**config.mk**
```make
export PLATFORM = sky130hd
export DESIGN_NAME = riscv_top
export DESIGN_NICKNAME = d
export VERILOG_FILES = /design/src/logic/rv_pkg.sv /design/src/logic/core_ifs.sv /design/src/logic/decoder.sv /design/src/logic/reg_file.sv /design/src/logic/execute.sv /design/src/logic/run_control.sv /design/src/logic/rv_core.sv /design/src/logic/riscv_top.sv
export VERILOG_INCLUDE_DIRS = /design/src /design/src/logic
export SDC_FILE = /design/constraint.sdc
export NUM_CORES = 2
export LEC_CHECK = 0
export BUFFER_PORTS_ARGS = -buffer_cell sky130_fd_sc_hd__buf_2
export CAP_MARGIN = 10
export CORE_MARGIN = 1.5
export CORE_UTILIZATION = 30
export CTS_CLUSTER_DIAMETER = 100
export DETAILED_ROUTE_END_ITERATION = 7
export PLACE_DENSITY = 0.41
export RECOVER_POWER = 50
export SLEW_MARGIN = 20
export SYNTH_ARGS = -nofsm -noshare
export SYNTH_HDL_FRONTEND = slang
export SYNTH_SLANG_ARGS = --single-unit
```
**constraint.sdc**
```tcl
create_clock -name clk -period 21.9 [get_ports clk]
set_input_delay 1.095 -clock clk [delete_from_list [all_inputs] [get_ports clk]]
set_output_delay 1.095 -clock clk [all_outputs]
set_load 0.1 [all_outputs]
```
**src/logic/rv_settings.svh**
```systemverilog
`ifndef RV_SETTINGS_SVH
`define RV_SETTINGS_SVH

`define XLEN        32
`define REG_ADDR_W  5

// opcodes of the supported subset
`define OPC_OP      7'b0110011
`define OPC_OPIMM   7'b0010011
`define OPC_LUI     7'b0110111
`define OPC_STORE   7'b0100011
`define OPC_BRANCH  7'b1100011
`define OPC_JAL     7'b1101111

`define F3_ADD      3'b000
`define F3_SLT      3'b010
`define F3_XOR      3'b100
`define F3_OR       3'b110
`define F3_AND      3'b111
`define F3_BEQ      3'b000
`define F3_BNE      3'b001
`define F3_SW       3'b010

`define F7_SUB      5   // bit index inside funct7

`define CTRL_START_BIT      0
`define CTRL_RESET_BIT      1
`define FINISH_HOLD_CYCLES  30

`endif

```
**src/logic/rv_pkg.sv**
```systemverilog
package rv_pkg;

    typedef struct packed {
        logic [6:0] funct7;
        logic [4:0] rs2;
        logic [4:0] rs1;
        logic [2:0] funct3;
        logic [4:0] rd;
        logic [6:0] opcode;
    } r_fmt_t;

    typedef struct packed {
        logic [11:0] imm;
        logic [4:0]  rs1;
        logic [2:0]  funct3;
        logic [4:0]  rd;
        logic [6:0]  opcode;
    } i_fmt_t;

    typedef struct packed {
        logic [6:0] imm_hi;
        logic [4:0] rs2;
        logic [4:0] rs1;
        logic [2:0] funct3;
        logic [4:0] imm_lo;
        logic [6:0] opcode;
    } s_fmt_t;

    typedef struct packed {
        logic       imm12;
        logic [5:0] imm10_5;
        logic [4:0] rs2;
        logic [4:0] rs1;
        logic [2:0] funct3;
        logic [3:0] imm4_1;
        logic       imm11;
        logic [6:0] opcode;
    } b_fmt_t;

    typedef struct packed {
        logic [19:0] imm;
        logic [4:0]  rd;
        logic [6:0]  opcode;
    } u_fmt_t;

    typedef struct packed {
        logic       imm20;
        logic [9:0] imm10_1;
        logic       imm11;
        logic [7:0] imm19_12;
        logic [4:0] rd;
        logic [6:0] opcode;
    } j_fmt_t;

    // one fetched word, read through whichever layout its opcode calls for
    typedef union packed {
        r_fmt_t r;
        i_fmt_t i;
        s_fmt_t s;
        b_fmt_t b;
        u_fmt_t u;
        j_fmt_t j;
    } instr_u;

endpackage

```
**src/logic/core_ifs.sv**
```systemverilog
`timescale 1ns/1ns
`include "rv_settings.svh"

// decoded fields, from the ID stage into the ID->EX register
interface decode_if;
    logic [`REG_ADDR_W-1:0] rd;
    logic [`REG_ADDR_W-1:0] rs1;
    logic [`REG_ADDR_W-1:0] rs2;
    logic [`XLEN-1:0]       imm;
    logic                   is_alu_reg;
    logic                   is_alu_imm;
    logic                   is_lui;
    logic                   is_store;
    logic                   is_branch;
    logic                   is_jal;
    logic [2:0]             funct3;
    logic                   sub;

    modport producer (output rd, rs1, rs2, imm, is_alu_reg, is_alu_imm, is_lui,
                      is_store, is_branch, is_jal, funct3, sub);
    modport consumer (input rd, rs1, rs2, imm, is_alu_reg, is_alu_imm, is_lui,
                      is_store, is_branch, is_jal, funct3, sub);
endinterface

// results still in flight in MEM and WB
interface wb_bus_if;
    logic [`REG_ADDR_W-1:0] mem_rd;
    logic                   mem_we;
    logic [`XLEN-1:0]       mem_data;
    logic [`REG_ADDR_W-1:0] wb_rd;
    logic                   wb_we;
    logic [`XLEN-1:0]       wb_data;

    modport source  (output mem_rd, mem_we, mem_data, wb_rd, wb_we, wb_data);
    modport write   (input wb_rd, wb_we, wb_data);
    modport forward (input mem_rd, mem_we, mem_data, wb_rd, wb_we, wb_data);
endinterface

```
**src/logic/decoder.sv**
```systemverilog
`timescale 1ns/1ns
`include "rv_settings.svh"

module decoder
    import rv_pkg::*;
(
    input  instr_u             instr_i,
    decode_if.producer         dec
);

    logic f7_ok;
    logic op_ok;
    logic opimm_ok;

    // funct7 is zero, or only the sub bit on an ADD
    assign f7_ok    = (instr_i.r.funct7 & ~(7'd1 << `F7_SUB)) == 7'd0 &&
                      (!instr_i.r.funct7[`F7_SUB] || instr_i.r.funct3 == `F3_ADD);
    assign op_ok    = f7_ok && instr_i.r.funct3 inside
                      {`F3_ADD, `F3_SLT, `F3_XOR, `F3_OR, `F3_AND};
    assign opimm_ok = instr_i.i.funct3 inside {`F3_ADD, `F3_XOR, `F3_OR, `F3_AND};

    always_comb begin
        dec.rd         = instr_i.r.rd;
        dec.rs1        = instr_i.r.rs1;
        dec.rs2        = instr_i.r.rs2;
        dec.funct3     = instr_i.r.funct3;
        dec.sub        = 1'b0;
        dec.imm        = '0;
        dec.is_alu_reg = 1'b0;
        dec.is_alu_imm = 1'b0;
        dec.is_lui     = 1'b0;
        dec.is_store   = 1'b0;
        dec.is_branch  = 1'b0;
        dec.is_jal     = 1'b0;
        case (instr_i.r.opcode)
            `OPC_OP: begin
                dec.is_alu_reg = op_ok;
                dec.sub        = instr_i.r.funct7[`F7_SUB];
            end
            `OPC_OPIMM: begin
                dec.is_alu_imm = opimm_ok;
                dec.imm        = {{20{instr_i.i.imm[11]}}, instr_i.i.imm};
            end
            `OPC_LUI: begin
                dec.is_lui = 1'b1;
                dec.imm    = {instr_i.u.imm, 12'd0};
            end
            `OPC_STORE: begin
                dec.is_store = instr_i.s.funct3 == `F3_SW;
                dec.imm      = {{20{instr_i.s.imm_hi[6]}}, instr_i.s.imm_hi, instr_i.s.imm_lo};
            end
            `OPC_BRANCH: begin
                dec.is_branch = instr_i.b.funct3 inside {`F3_BEQ, `F3_BNE};
                dec.imm       = {{20{instr_i.b.imm12}}, instr_i.b.imm11, instr_i.b.imm10_5,
                                 instr_i.b.imm4_1, 1'b0};
            end
            `OPC_JAL: begin
                dec.is_jal = 1'b1;
                dec.imm    = {{12{instr_i.j.imm20}}, instr_i.j.imm19_12, instr_i.j.imm11,
                              instr_i.j.imm10_1, 1'b0};
            end
            default: ;                                  // unknown word, bubble
        endcase
    end

endmodule

```
**src/logic/reg_file.sv**
```systemverilog
`timescale 1ns/1ns
`include "rv_settings.svh"

module reg_file (
    input  logic                    clk,
    input  logic                    reset,
    input  logic [`REG_ADDR_W-1:0]  rs1_i,
    input  logic [`REG_ADDR_W-1:0]  rs2_i,
    wb_bus_if.write                 wr,
    output logic [`XLEN-1:0]        rs1_data_o,
    output logic [`XLEN-1:0]        rs2_data_o
);

    logic [`XLEN-1:0] regs [1:31];   // x0 is not stored

    always_ff @(posedge clk) begin
        if (!reset && wr.wb_we && wr.wb_rd != '0)
            regs[wr.wb_rd] <= wr.wb_data;
    end

    // a read of the register written this cycle sees the new value
    assign rs1_data_o = (rs1_i == '0) ? '0 :
                        (wr.wb_we && wr.wb_rd == rs1_i) ? wr.wb_data : regs[rs1_i];
    assign rs2_data_o = (rs2_i == '0) ? '0 :
                        (wr.wb_we && wr.wb_rd == rs2_i) ? wr.wb_data : regs[rs2_i];

endmodule

```
**src/logic/execute.sv**
```systemverilog
`timescale 1ns/1ns
`include "rv_settings.svh"

module execute (
    input  logic [`XLEN-1:0]        pc_i,
    input  logic [`REG_ADDR_W-1:0]  rd_i,
    input  logic [`REG_ADDR_W-1:0]  rs1_i,
    input  logic [`REG_ADDR_W-1:0]  rs2_i,
    input  logic [`XLEN-1:0]        rs1_data_i,
    input  logic [`XLEN-1:0]        rs2_data_i,
    input  logic [`XLEN-1:0]        imm_i,
    input  logic [2:0]              funct3_i,
    input  logic                    sub_i,
    input  logic                    is_alu_reg_i,
    input  logic                    is_alu_imm_i,
    input  logic                    is_lui_i,
    input  logic                    is_store_i,
    input  logic                    is_branch_i,
    input  logic                    is_jal_i,
    wb_bus_if.forward               fwd,
    output logic [`XLEN-1:0]        result_o,
    output logic [`XLEN-1:0]        store_data_o,
    output logic [`XLEN-1:0]        target_o,
    output logic                    taken_o,
    output logic                    reg_write_o
);

    logic [`XLEN-1:0] rs1_val;
    logic [`XLEN-1:0] rs2_val;
    logic [`XLEN-1:0] op_b;
    logic [`XLEN-1:0] alu;
    logic             equal;

    // youngest result wins, x0 is never forwarded
    function automatic logic [`XLEN-1:0] pick(input logic [`REG_ADDR_W-1:0] rs,
                                              input logic [`XLEN-1:0] latched);
        if (rs == '0)
            return latched;
        if (fwd.mem_we && fwd.mem_rd == rs)
            return fwd.mem_data;
        if (fwd.wb_we && fwd.wb_rd == rs)
            return fwd.wb_data;
        return latched;
    endfunction

    assign rs1_val = pick(rs1_i, rs1_data_i);
    assign rs2_val = pick(rs2_i, rs2_data_i);
    assign op_b    = is_alu_imm_i ? imm_i : rs2_val;

    always_comb begin
        case (funct3_i)
            `F3_ADD: alu = sub_i ? rs1_val - op_b : rs1_val + op_b;
            `F3_SLT: alu = {{(`XLEN-1){1'b0}}, $signed(rs1_val) < $signed(op_b)};
            `F3_XOR: alu = rs1_val ^ op_b;
            `F3_OR:  alu = rs1_val | op_b;
            `F3_AND: alu = rs1_val & op_b;
            default: alu = rs1_val + op_b;
        endcase
    end

    always_comb begin
        if (is_jal_i)
            result_o = pc_i + 32'd4;          // link value
        else if (is_lui_i)
            result_o = imm_i;
        else if (is_store_i)
            result_o = rs1_val + imm_i;       // effective address
        else
            result_o = alu;
    end

    assign equal        = rs1_val == rs2_val;
    assign taken_o      = is_jal_i | (is_branch_i & ((funct3_i == `F3_BNE) ? ~equal : equal));
    assign target_o     = pc_i + imm_i;
    assign store_data_o = rs2_val;
    assign reg_write_o  = (is_alu_reg_i | is_alu_imm_i | is_lui_i | is_jal_i) && rd_i != '0;

endmodule

```
**src/logic/run_control.sv**
```systemverilog
`timescale 1ns/1ns
`include "rv_settings.svh"

module run_control (
    input  logic              clk,
    input  logic              reset,
    input  logic [`XLEN-1:0]  ctrl_word_i,
    input  logic [`XLEN-1:0]  success_code_i,
    input  logic [`XLEN-1:0]  final_value_i,
    output logic              core_reset_o,
    output logic              core_enable_o,
    output logic              stop_o
);

    logic [`XLEN-1:0] ctrl_prev;
    logic [`XLEN-1:0] ctrl_pulse;
    logic [`XLEN-1:0] match_count;
    logic             enable_q;
    logic             stop_q;

    // rising edges of the control word, one cycle late
    always_ff @(posedge clk) begin
        if (reset) begin
            ctrl_prev  <= '0;
            ctrl_pulse <= '0;
        end else begin
            ctrl_pulse <= ctrl_word_i & ~ctrl_prev;
            ctrl_prev  <= ctrl_word_i;
        end
    end

    assign core_reset_o = reset | ctrl_pulse[`CTRL_RESET_BIT];

    always_ff @(posedge clk) begin
        if (core_reset_o) begin
            enable_q    <= 1'b0;
            match_count <= '0;
            stop_q      <= 1'b0;
        end else begin
            if (ctrl_pulse[`CTRL_START_BIT])
                enable_q <= 1'b1;                // core runs on after stop
            if (final_value_i == success_code_i)
                match_count <= match_count + 1'b1;
            if (match_count >= `FINISH_HOLD_CYCLES)
                stop_q <= 1'b1;
        end
    end

    assign core_enable_o = enable_q;
    assign stop_o        = stop_q;

    stop_sticky: assert property (@(posedge clk) stop_o && !core_reset_o |=> stop_o);

endmodule

```
**src/logic/rv_core.sv**
```systemverilog
`timescale 1ns/1ns
`include "rv_settings.svh"

module rv_core
    import rv_pkg::*;
(
    input  logic              clk,
    input  logic              reset,
    input  logic              enable_i,
    input  logic [`XLEN-1:0]  initial_pc_i,
    input  logic [`XLEN-1:0]  mem_offset_i,
    output logic              ins_mem_enb_o,
    output logic [`XLEN-1:0]  ins_mem_addrb_o,
    input  logic [`XLEN-1:0]  ins_mem_doutb_i,
    output logic              data_mem_enb_o,
    output logic [3:0]        data_mem_web_o,
    output logic [`XLEN-1:0]  data_mem_addrb_o,
    output logic [`XLEN-1:0]  data_mem_dinb_o,
    input  logic              data_mem_rstb_busy_i,
    output logic [`XLEN-1:0]  final_value_o
);

    decode_if dec_bus ();
    wb_bus_if wb_bus ();

    logic                   advance;
    logic [`XLEN-1:0]       pc;
    logic                   flush_q;
    logic [`XLEN-1:0]       if_pc;
    instr_u                 id_word;
    logic [`XLEN-1:0]       rs1_data;
    logic [`XLEN-1:0]       rs2_data;
    // ID->EX
    logic [`XLEN-1:0]       de_pc, de_rs1_data, de_rs2_data, de_imm;
    logic [`REG_ADDR_W-1:0] de_rd, de_rs1, de_rs2;
    logic [2:0]             de_funct3;
    logic                   de_sub;
    logic                   de_alu_reg, de_alu_imm, de_lui, de_store, de_branch, de_jal;
    // execute outputs and EX->MEM
    logic [`XLEN-1:0]       ex_result, ex_store_data, ex_target;
    logic                   ex_taken, ex_we;
    logic [`XLEN-1:0]       em_result, em_store_data, em_target;
    logic [`REG_ADDR_W-1:0] em_rd;
    logic                   em_we, em_store, em_taken;
    // MEM->WB
    logic [`XLEN-1:0]       mw_data;
    logic [`REG_ADDR_W-1:0] mw_rd;
    logic                   mw_we;
    logic [`XLEN-1:0]       final_q;

    assign advance         = enable_i & ~data_mem_rstb_busy_i;
    assign ins_mem_enb_o   = advance;
    assign ins_mem_addrb_o = pc;
    assign id_word         = flush_q ? '0 : ins_mem_doutb_i;   // zero word is a bubble

    decoder u_decoder (.instr_i(id_word), .dec(dec_bus));

    reg_file u_reg_file (
        .clk(clk), .reset(reset), .rs1_i(dec_bus.rs1), .rs2_i(dec_bus.rs2),
        .wr(wb_bus), .rs1_data_o(rs1_data), .rs2_data_o(rs2_data)
    );

    execute u_execute (
        .pc_i(de_pc), .rd_i(de_rd), .rs1_i(de_rs1), .rs2_i(de_rs2),
        .rs1_data_i(de_rs1_data), .rs2_data_i(de_rs2_data), .imm_i(de_imm),
        .funct3_i(de_funct3), .sub_i(de_sub),
        .is_alu_reg_i(de_alu_reg), .is_alu_imm_i(de_alu_imm), .is_lui_i(de_lui),
        .is_store_i(de_store), .is_branch_i(de_branch), .is_jal_i(de_jal),
        .fwd(wb_bus), .result_o(ex_result), .store_data_o(ex_store_data),
        .target_o(ex_target), .taken_o(ex_taken), .reg_write_o(ex_we)
    );

    always_ff @(posedge clk) begin
        if (reset) begin
            pc      <= initial_pc_i;
            flush_q <= 1'b1;                    // nothing fetched yet
        end else if (advance) begin
            pc      <= em_taken ? em_target : pc + 32'd4;
            flush_q <= em_taken;                // kills the word fetched this cycle
        end
    end

    always_ff @(posedge clk) begin
        if (reset || (advance && em_taken)) begin
            {de_alu_reg, de_alu_imm, de_lui, de_store, de_branch, de_jal} <= '0;
            {em_we, em_store, em_taken} <= '0;
        end else if (advance) begin
            de_alu_reg <= dec_bus.is_alu_reg;
            de_alu_imm <= dec_bus.is_alu_imm;
            de_lui     <= dec_bus.is_lui;
            de_store   <= dec_bus.is_store;
            de_branch  <= dec_bus.is_branch;
            de_jal     <= dec_bus.is_jal;
            em_we      <= ex_we;
            em_store   <= de_store;
            em_taken   <= ex_taken;
        end
    end

    always_ff @(posedge clk) begin
        if (reset) begin
            mw_we   <= 1'b0;
            final_q <= '0;
        end else if (advance) begin
            mw_we <= em_we;                     // the branch itself still retires
            if (em_store)
                final_q <= em_store_data;
        end
    end

    // payload
    always_ff @(posedge clk) begin
        if (advance) begin
            if_pc         <= pc;
            de_pc         <= if_pc;
            de_rd         <= dec_bus.rd;
            de_rs1        <= dec_bus.rs1;
            de_rs2        <= dec_bus.rs2;
            de_rs1_data   <= rs1_data;
            de_rs2_data   <= rs2_data;
            de_imm        <= dec_bus.imm;
            de_funct3     <= dec_bus.funct3;
            de_sub        <= dec_bus.sub;
            em_rd         <= de_rd;
            em_result     <= ex_result;
            em_store_data <= ex_store_data;
            em_target     <= ex_target;
            mw_rd         <= em_rd;
            mw_data       <= em_result;
        end
    end

    assign data_mem_enb_o   = em_store & enable_i;
    assign data_mem_web_o   = {4{data_mem_enb_o}};
    assign data_mem_addrb_o = em_result + mem_offset_i;
    assign data_mem_dinb_o  = em_store_data;
    assign final_value_o    = final_q;

    assign wb_bus.mem_rd   = em_rd;
    assign wb_bus.mem_we   = em_we;
    assign wb_bus.mem_data = em_result;
    assign wb_bus.wb_rd    = mw_rd;
    assign wb_bus.wb_we    = mw_we;
    assign wb_bus.wb_data  = mw_data;

    hold_on_busy: assert property (@(posedge clk) disable iff (reset)
        data_mem_rstb_busy_i |=> $stable({pc, flush_q, de_pc, de_store, em_result,
                                          em_store, em_taken, mw_we, mw_data}));
    pc_aligned: assert property (@(posedge clk) disable iff (reset) pc[1:0] == 2'b00);

endmodule

```
**src/logic/riscv_top.sv**
```systemverilog
`timescale 1ns/1ns
`include "rv_settings.svh"

module riscv_top (
    input  logic              clk,
    input  logic              reset,
    input  logic [`XLEN-1:0]  ctrl_word_i,
    input  logic [`XLEN-1:0]  mem_offset_i,
    input  logic [`XLEN-1:0]  initial_pc_i,
    input  logic [`XLEN-1:0]  success_code_i,
    output logic              stop_o,
    output logic              ins_mem_enb_o,
    output logic [`XLEN-1:0]  ins_mem_addrb_o,
    input  logic [`XLEN-1:0]  ins_mem_doutb_i,
    output logic              data_mem_enb_o,
    output logic [3:0]        data_mem_web_o,
    output logic [`XLEN-1:0]  data_mem_addrb_o,
    output logic [`XLEN-1:0]  data_mem_dinb_o,
    input  logic              data_mem_rstb_busy_i
);

    logic             core_reset;
    logic             core_enable;
    logic [`XLEN-1:0] final_value;

    run_control u_run_control (
        .clk            (clk),
        .reset          (reset),
        .ctrl_word_i    (ctrl_word_i),
        .success_code_i (success_code_i),
        .final_value_i  (final_value),
        .core_reset_o   (core_reset),
        .core_enable_o  (core_enable),
        .stop_o         (stop_o)
    );

    rv_core u_core (
        .clk                  (clk),
        .reset                (core_reset),
        .enable_i             (core_enable),
        .initial_pc_i         (initial_pc_i),
        .mem_offset_i         (mem_offset_i),
        .ins_mem_enb_o        (ins_mem_enb_o),
        .ins_mem_addrb_o      (ins_mem_addrb_o),
        .ins_mem_doutb_i      (ins_mem_doutb_i),
        .data_mem_enb_o       (data_mem_enb_o),
        .data_mem_web_o       (data_mem_web_o),
        .data_mem_addrb_o     (data_mem_addrb_o),
        .data_mem_dinb_o      (data_mem_dinb_o),
        .data_mem_rstb_busy_i (data_mem_rstb_busy_i),
        .final_value_o        (final_value)
    );

endmodule

```
# Yosys cells after proc, flatten, opt, wreduce, memory -nomap -nowiden
# Memories as Yosys holds them, arrays and structs flattened.
# Cells that the tools add are included.
[word_totals]
ff_bits = 430
mem_bits_rw = 992
out_inout_bits = 103
mem_count = 1
elab_cells = 160
input_bits = 163
[memory_table]
columns = ["name", "depth", "width", "read_ports", "rd_clocked_by_memory_dff", "wr", "line", "text"]
rows = [
  ["u_core.u_reg_file.regs", 31, 32, 2, 0, 1, "reg_file.sv:14", "logic [`XLEN-1:0] regs [1:31];"],
]
[op_classes]
n_reduce_logical = 30
n_bitwise = 15
eq_ne = 24
n_lt_le_gt_ge = 2
muxes = 46
n_addsub = 8
[op_table]
columns = ["op", "count"]
rows = [
  ["$mux 32", 23],
  ["$pmux 32 s5", 2],
  ["$add 32x32->32", 4],
  ["$add 32x3->32 const B", 2],
  ["$eq 32x32->1", 2],
  ["$add 32x1->32 const B", 1],
  ["$and 32x32->32", 1],
  ["$ge 32x5->1 const B", 1],
  ["$lt 32x32->1", 1],
  ["$or 32x32->32", 1],
  ["$sub 32x32->32", 1],
  ["$xor 32x32->32", 1],
  ["$eq 5x5->1", 6],
  ["$eq 7x6->1 const B", 3],
  ["$mux 1", 21],
  ["$logic_not 5->1", 4],
  ["$eq 3x3->1 const B", 6],
  ["$reduce_bool 5->1", 3],
  ["$eq 7x7->1 const B", 2],
  ["$logic_and 1x1->1", 12],
  ["$eq 7x5->1 const B", 1],
  ["$logic_not 7->1", 1],
  ["$eq 3x1->1 const B", 2],
  ["$eq 3x2->1 const B", 2],
  ["other kinds (11)", 22],
]

# Depth between registers and ports, before layout
[depth]
word_depth = 16
mapped_depth = 23
ltp_nobuf = 20

# Modules after synthesis
# A second synthesis with hierarchy kept.
[hier_totals]
hier_cells = 6052
hier_area_um2 = 77429.3
[modules_own_cells]
columns = ["module", "n_inst", "area_per_inst_um2", "seq_area_each_um2", "cells_each"]
rows = [
  ["reg_file", 1, 47187.8, 29788.6, 2791],
  ["rv_core", 1, 14980.6, 11340.9, 994],
  ["execute", 1, 12032.8, 0.0, 1855],
  ["run_control", 1, 2372.3, 760.7, 290],
  ["decoder", 1, 855.8, 0.0, 122],
]

# Least setup slack after synthesis
# Ideal clock, no wire load.
[synth_timing]
path_kind = "in2reg"
start = "in data_mem_rstb_busy_i"
end = "reg u_core.em_store_data[0], in the netlist u_core.data_mem_dinb_o[0] (enable)"
stages = 3
path_buffers = 1
slack_ns = 11.209
t_required_ns = 19.016
t_arrival_ns = 7.807
setup_ns = 2.884
path_cell_list = "nand2b_1 -> clkbuf_1 -> clkinv_1"
[synth_via]
elab_chain_cells = 2
[synth_lines]
columns = ["item", "line", "text"]
rows = [
  ["from (decl)", "riscv_top.sv:19", "input logic data_mem_rstb_busy_i"],
  ["$not 1->1", "rv_core.sv:51", "assign advance = enable_i & ~data_mem_rstb_busy_i;"],
  ["$and 1x1->1", "rv_core.sv:51", ""],
  ["net ins_mem_enb_o", "riscv_top.sv:12", "output logic ins_mem_enb_o,"],
  ["to (signal assigned)", "rv_core.sv:126", "em_store_data <= ex_store_data;"],
  ["to (decl)", "rv_core.sv:42", "logic [`XLEN-1:0] em_result, em_store_data, em_target;"],
]
# The timed path passes the listed nets, and every way through them passes these cells.
# A chain may end at the register's enable or synchronous reset.

# Final worst setup path
[layout_timing]
start = "reg u_core.flush_q"
end = "reg u_core.de_rs2_data[25], data pin"
[layout_via]
elab_chain_cells = 4
word_cells_on_any_way = 6
cone_classes = "eq/ne (1); mux (2); reduce/logical (2); memory (1)"
[layout_lines]
columns = ["item", "line", "text"]
rows = [
  ["from (decl)", "rv_core.sv:28", "logic flush_q;"],
  ["from (signal assigned)", "rv_core.sv:79", "flush_q <= em_taken;"],
  ["$mux 32 (*)", "rv_core.sv:54", "assign id_word = flush_q ? '0 : ins_mem_doutb_i;"],
  ["parallel branches: the longest is 3 deep, another holds $mem_v2 31x32", "n/a", ""],
  ["to (signal assigned)", "rv_core.sv:120", "de_rs2_data <= rs2_data;"],
  ["to (decl)", "rv_core.sv:34", "logic [`XLEN-1:0] de_pc, de_rs1_data, de_rs2_data, de_imm;"],
]
# Every way passes the cells marked *.

==> impl_results.md <==
- Outcome: finished, violations left
- Violated checks: capacitance limit, slew limit
- Average instance area after synthesis: 11.21 um^2
- Crit path capture: u_core.de_rs2_data[25]
- Floorplan die area: 260800 um^2
- Capturing element type of the critical path: flop
- Highest-count cells in the layout ignoring fill and taps: sky130_fd_sc_hd__edfxtp_1 (1341), sky130_fd_sc_hd__nand2_1 (836), sky130_fd_sc_hd__o21ai_0 (547)
- Achievable clock frequency: 117.6 MHz
- Most common library cell in the layout ignoring fill and taps: sky130_fd_sc_hd__edfxtp_1
- Leakage: 31.66 nW
- Detailed-route DRC error count: 0
- Reg-to-reg slack, setup: 13400 ps
- Synthesized instance count: 6897
- Worst-Skew Late Latency: 860 ps
- Number of register bits inferred by synthesis: 1422
- H-tree depth reported by CTS: 4
- Placed Cells incl. Taps: 10230
- Max FFs per register: 992
- Io pins: 266
- Type of the tightest min-delay check: flop to flop
- Final setup violation count: 0
- Clock input transition at the sequential cells of the worst setup and hold paths: 60 ps
- Register with the most flip-flops: u_core.u_reg_file.regs
- Total Wirelength: 334400 um
- Detailed-routing iteration count for the pre-antenna-repair pass: 6
- Number of buffer cells added on primary ports: 235
- Count of yosys warnings during synthesis: 0
- Startpoint class of the critical path: flop
- Launch instance of the worst register-to-register path: u_core.flush_q
- Terminus of the critical flop-to-flop path: u_core.de_rs2_data[25]
- Setup crit start: u_core.flush_q
- MaxCap Viol Count: 49
- Routed wire per std cell: 31.66 um
- Slew @ Worst Pin: 4104 ps
- Core area: 256500 um^2
- Maximum clock path buffer count: 3
- Maximum number of pins on one net before global-route repair: 142
- Critical path start-end classification: flop to flop
- Number of cells in the finished layout apart from fillers: 10560
- Post-cts repair resize count: 0
- Register-to-Register Path Depth: 11
- Vias per std cell: 5.755
- Total via count in the routed design: 60780
- Peak VDD IR: 0.07507 mV
- Number of buffers created by CTS: 170
- Net Count, Synth: 7258
- Antenna violations before repair: 20
- Clock root buffer master: sky130_fd_sc_hd__clkbuf_16
- Fraction of final layout cells sized beyond drive strength 1: 14.53%
- Distinct cell type count after synthesis: 97
- Number of post-CTS setup repair buffers: 0
- Total global-route track usage: 24.87%
- Sinks on Clock Net: 1422
- Final hold violation count: 0
- Hold_buf cts: 0
- First-iteration detailed-routing DRC count: 6615
- Share of the clock period used by the worst path after layout: 38.83%
- Total Nets Final: 7385
- Required time at the worst-slack endpoint: 22490 ps
- Post-route ant nets: 0
- Row Count: 186
- Post-synthesis cell area: 77330 um^2
- Ys flop type: sky130_fd_sc_hd__edfxtp_1
- Async SR Flop Fraction: 0%
- First-pass GRT wire length: 462700 um
- Unrepaired setup endpoints after global routing: no
- Via count of the first global-routing pass: 58170
- Number of flops mapped to enable cells by yosys: 1341
- Initial core utilization: 30.15%
- Total power per unit cell area: 73.01 nW/um^2
- Overall die height: 510.7 um
- Post-layout total power: 0.006444 W
- Sequential fraction of the synthesis area: 54.17%
- Area occupied by multi-input gates: 32960 um^2
- Die Width: 510.7 um
- Worst Clk Skew: 51.09 ps
- Final critical delay including setup and external delays: 8503 ps
- Area grow syn2layout: 14.15%
- TritonCTS clock tree: built
- Worst slew slack as a fraction of its limit: -173.6%
- Sum of negative setup slack: 0 ps
- Final number of max-transition violations: 1711
- Register area: 41890 um^2
- Max FO, Critical Path: 48
- Final weighted congestion in routability-driven placement: 0.9142
- WHS: 381.6 ps
- # fillers: 25540
- Global route total overflow: 0
- Detailed placement HPWL: 209300 um
- Data arrival time of the critical path: 9090 ps
==> metrics by stage <==
step	instance area (um^2)	util (%)	setup WS, ps
final	88270	34.42	13400
after global routing	88250	34.41	13330
after global placement	82840	32.30	14780
after CTS	88470	34.50	14680
after floorplan	77330	-	11210
after detailed placement	82860	32.31	14720
==> power by group <==
group | total, W | internal, W | switching [W]
registers | 0.00300 | 0.00298 | 0.0000256
logic | 0.000571 | 0.000148 | 0.000423
clock network | 0.00287 | 0.00166 | 0.00121
==> cells in the mapped netlist, types with 14 or more instances <==
cell / count / area share [%]
sky130_fd_sc_hd__nand2_1: 839 / 4.1
sky130_fd_sc_hd__or3_1: 46 / 0.37
sky130_fd_sc_hd__or2_2: 15 / 0.12
sky130_fd_sc_hd__a221oi_1: 92 / 1.0
sky130_fd_sc_hd__mux2_2: 157 / 2.3
sky130_fd_sc_hd__edfxtp_1: 1341 / 52
sky130_fd_sc_hd__and3_1: 33 / 0.27
sky130_fd_sc_hd__o21bai_1: 27 / 0.26
sky130_fd_sc_hd__xnor2_1: 142 / 1.6
sky130_fd_sc_hd__o211ai_1: 17 / 0.17
sky130_fd_sc_hd__o31ai_1: 14 / 0.14
sky130_fd_sc_hd__nor4_1: 32 / 0.26
sky130_fd_sc_hd__o21a_1: 17 / 0.17
sky130_fd_sc_hd__ha_1: 193 / 3.1
sky130_fd_sc_hd__buf_2: 23 / 0.15
sky130_fd_sc_hd__buf_1: 70 / 0.34
sky130_fd_sc_hd__clkbuf_1: 378 / 1.8
sky130_fd_sc_hd__a31oi_1: 69 / 0.56
sky130_fd_sc_hd__dfxtp_1: 81 / 2.1
sky130_fd_sc_hd__nor2_1: 361 / 1.8
sky130_fd_sc_hd__mux4_2: 117 / 3.4
sky130_fd_sc_hd__a21o_1: 50 / 0.49
sky130_fd_sc_hd__a22o_1: 24 / 0.27
sky130_fd_sc_hd__o21ai_0: 547 / 3.5
sky130_fd_sc_hd__inv_1: 221 / 1.1
sky130_fd_sc_hd__and2_1: 15 / 0.12
sky130_fd_sc_hd__a21oi_1: 482 / 3.1
sky130_fd_sc_hd__mux2i_1: 300 / 3.9
sky130_fd_sc_hd__nor3_1: 42 / 0.27
sky130_fd_sc_hd__o221a_2: 25 / 0.36
sky130_fd_sc_hd__nand3_1: 178 / 1.2
sky130_fd_sc_hd__o2bb2ai_1: 16 / 0.18
sky130_fd_sc_hd__a211oi_1: 102 / 0.99
sky130_fd_sc_hd__o221ai_1: 91 / 1.0
sky130_fd_sc_hd__nand2b_1: 40 / 0.32
sky130_fd_sc_hd__o22ai_1: 97 / 0.78
sky130_fd_sc_hd__a22oi_1: 30 / 0.29
sky130_fd_sc_hd__xor2_1: 126 / 1.4
sky130_fd_sc_hd__a311oi_1: 88 / 1.0
sky130_fd_sc_hd__nand4_1: 87 / 0.70
sky130_fd_sc_hd__nor2b_1: 86 / 0.70
==> layer usage <==
layer,track usage (%),share of wire [%]
met4,8.625,3.7
met1,34.04,43
met2,39.79,46
met5,0,0.0039
met3,3.921,7.4
==> worst min path at each step <==
stage / from / end / slack (ps) / cells after the start
after CTS: u_run_control.ctrl_prev[0] / u_run_control.ctrl_pulse[0] / 380 / 1
after global placement: u_run_control.ctrl_prev[1] / u_run_control.ctrl_pulse[1] / 370 / 1
final: u_run_control.ctrl_prev[0] / u_run_control.ctrl_pulse[0] / 380 / 1
after detailed placement: u_run_control.ctrl_prev[0] / u_run_control.ctrl_pulse[0] / 370 / 1
after global routing: u_run_control.ctrl_prev[0] / u_run_control.ctrl_pulse[0] / 400 / 1
after floorplan: u_run_control.ctrl_prev[0] / u_run_control.ctrl_pulse[0] / 370 / 1
==> worst max-delay path, stage by stage, from the launching register on <==
cell                       delay, ps
sky130_fd_sc_hd__dfxtp_1        1110
sky130_fd_sc_hd__clkbuf_1       1390
sky130_fd_sc_hd__clkbuf_1       1900
sky130_fd_sc_hd__nand2b_4        840
sky130_fd_sc_hd__inv_4           410
sky130_fd_sc_hd__buf_4           470
sky130_fd_sc_hd__a31oi_1         380
sky130_fd_sc_hd__o22ai_1         250
sky130_fd_sc_hd__a31oi_1         980
sky130_fd_sc_hd__nand2_1         100
sky130_fd_sc_hd__o21ai_0         110
sky130_fd_sc_hd__nor2_1           80
==> cells by family after synthesis <==
kind of cell / count (synthesis) / synth area share, %
and+or+nand+nor: 1802 / 10.42
DFF: 1422 / 54.17
buffers and inverters: 724 / 3.663
muxes: 574 / 9.577
AOI/OAI and AO/OA: 1909 / 15.88
xor gates and xnor gates: 268 / 3.035
adders and majority gates: 198 / 3.252
==> layout make-up <==
type,instances,area share (%)
timing repair buffer,442,2.989
clock buffer,218,5.117
inverter,237,1.029
sequential,1422,47.46
antenna,12,0.03402
clock inverter,96,1.235
multi-input combinational,4751,37.34
tap,3384,4.797
Power figures use the tool's default switching activity.
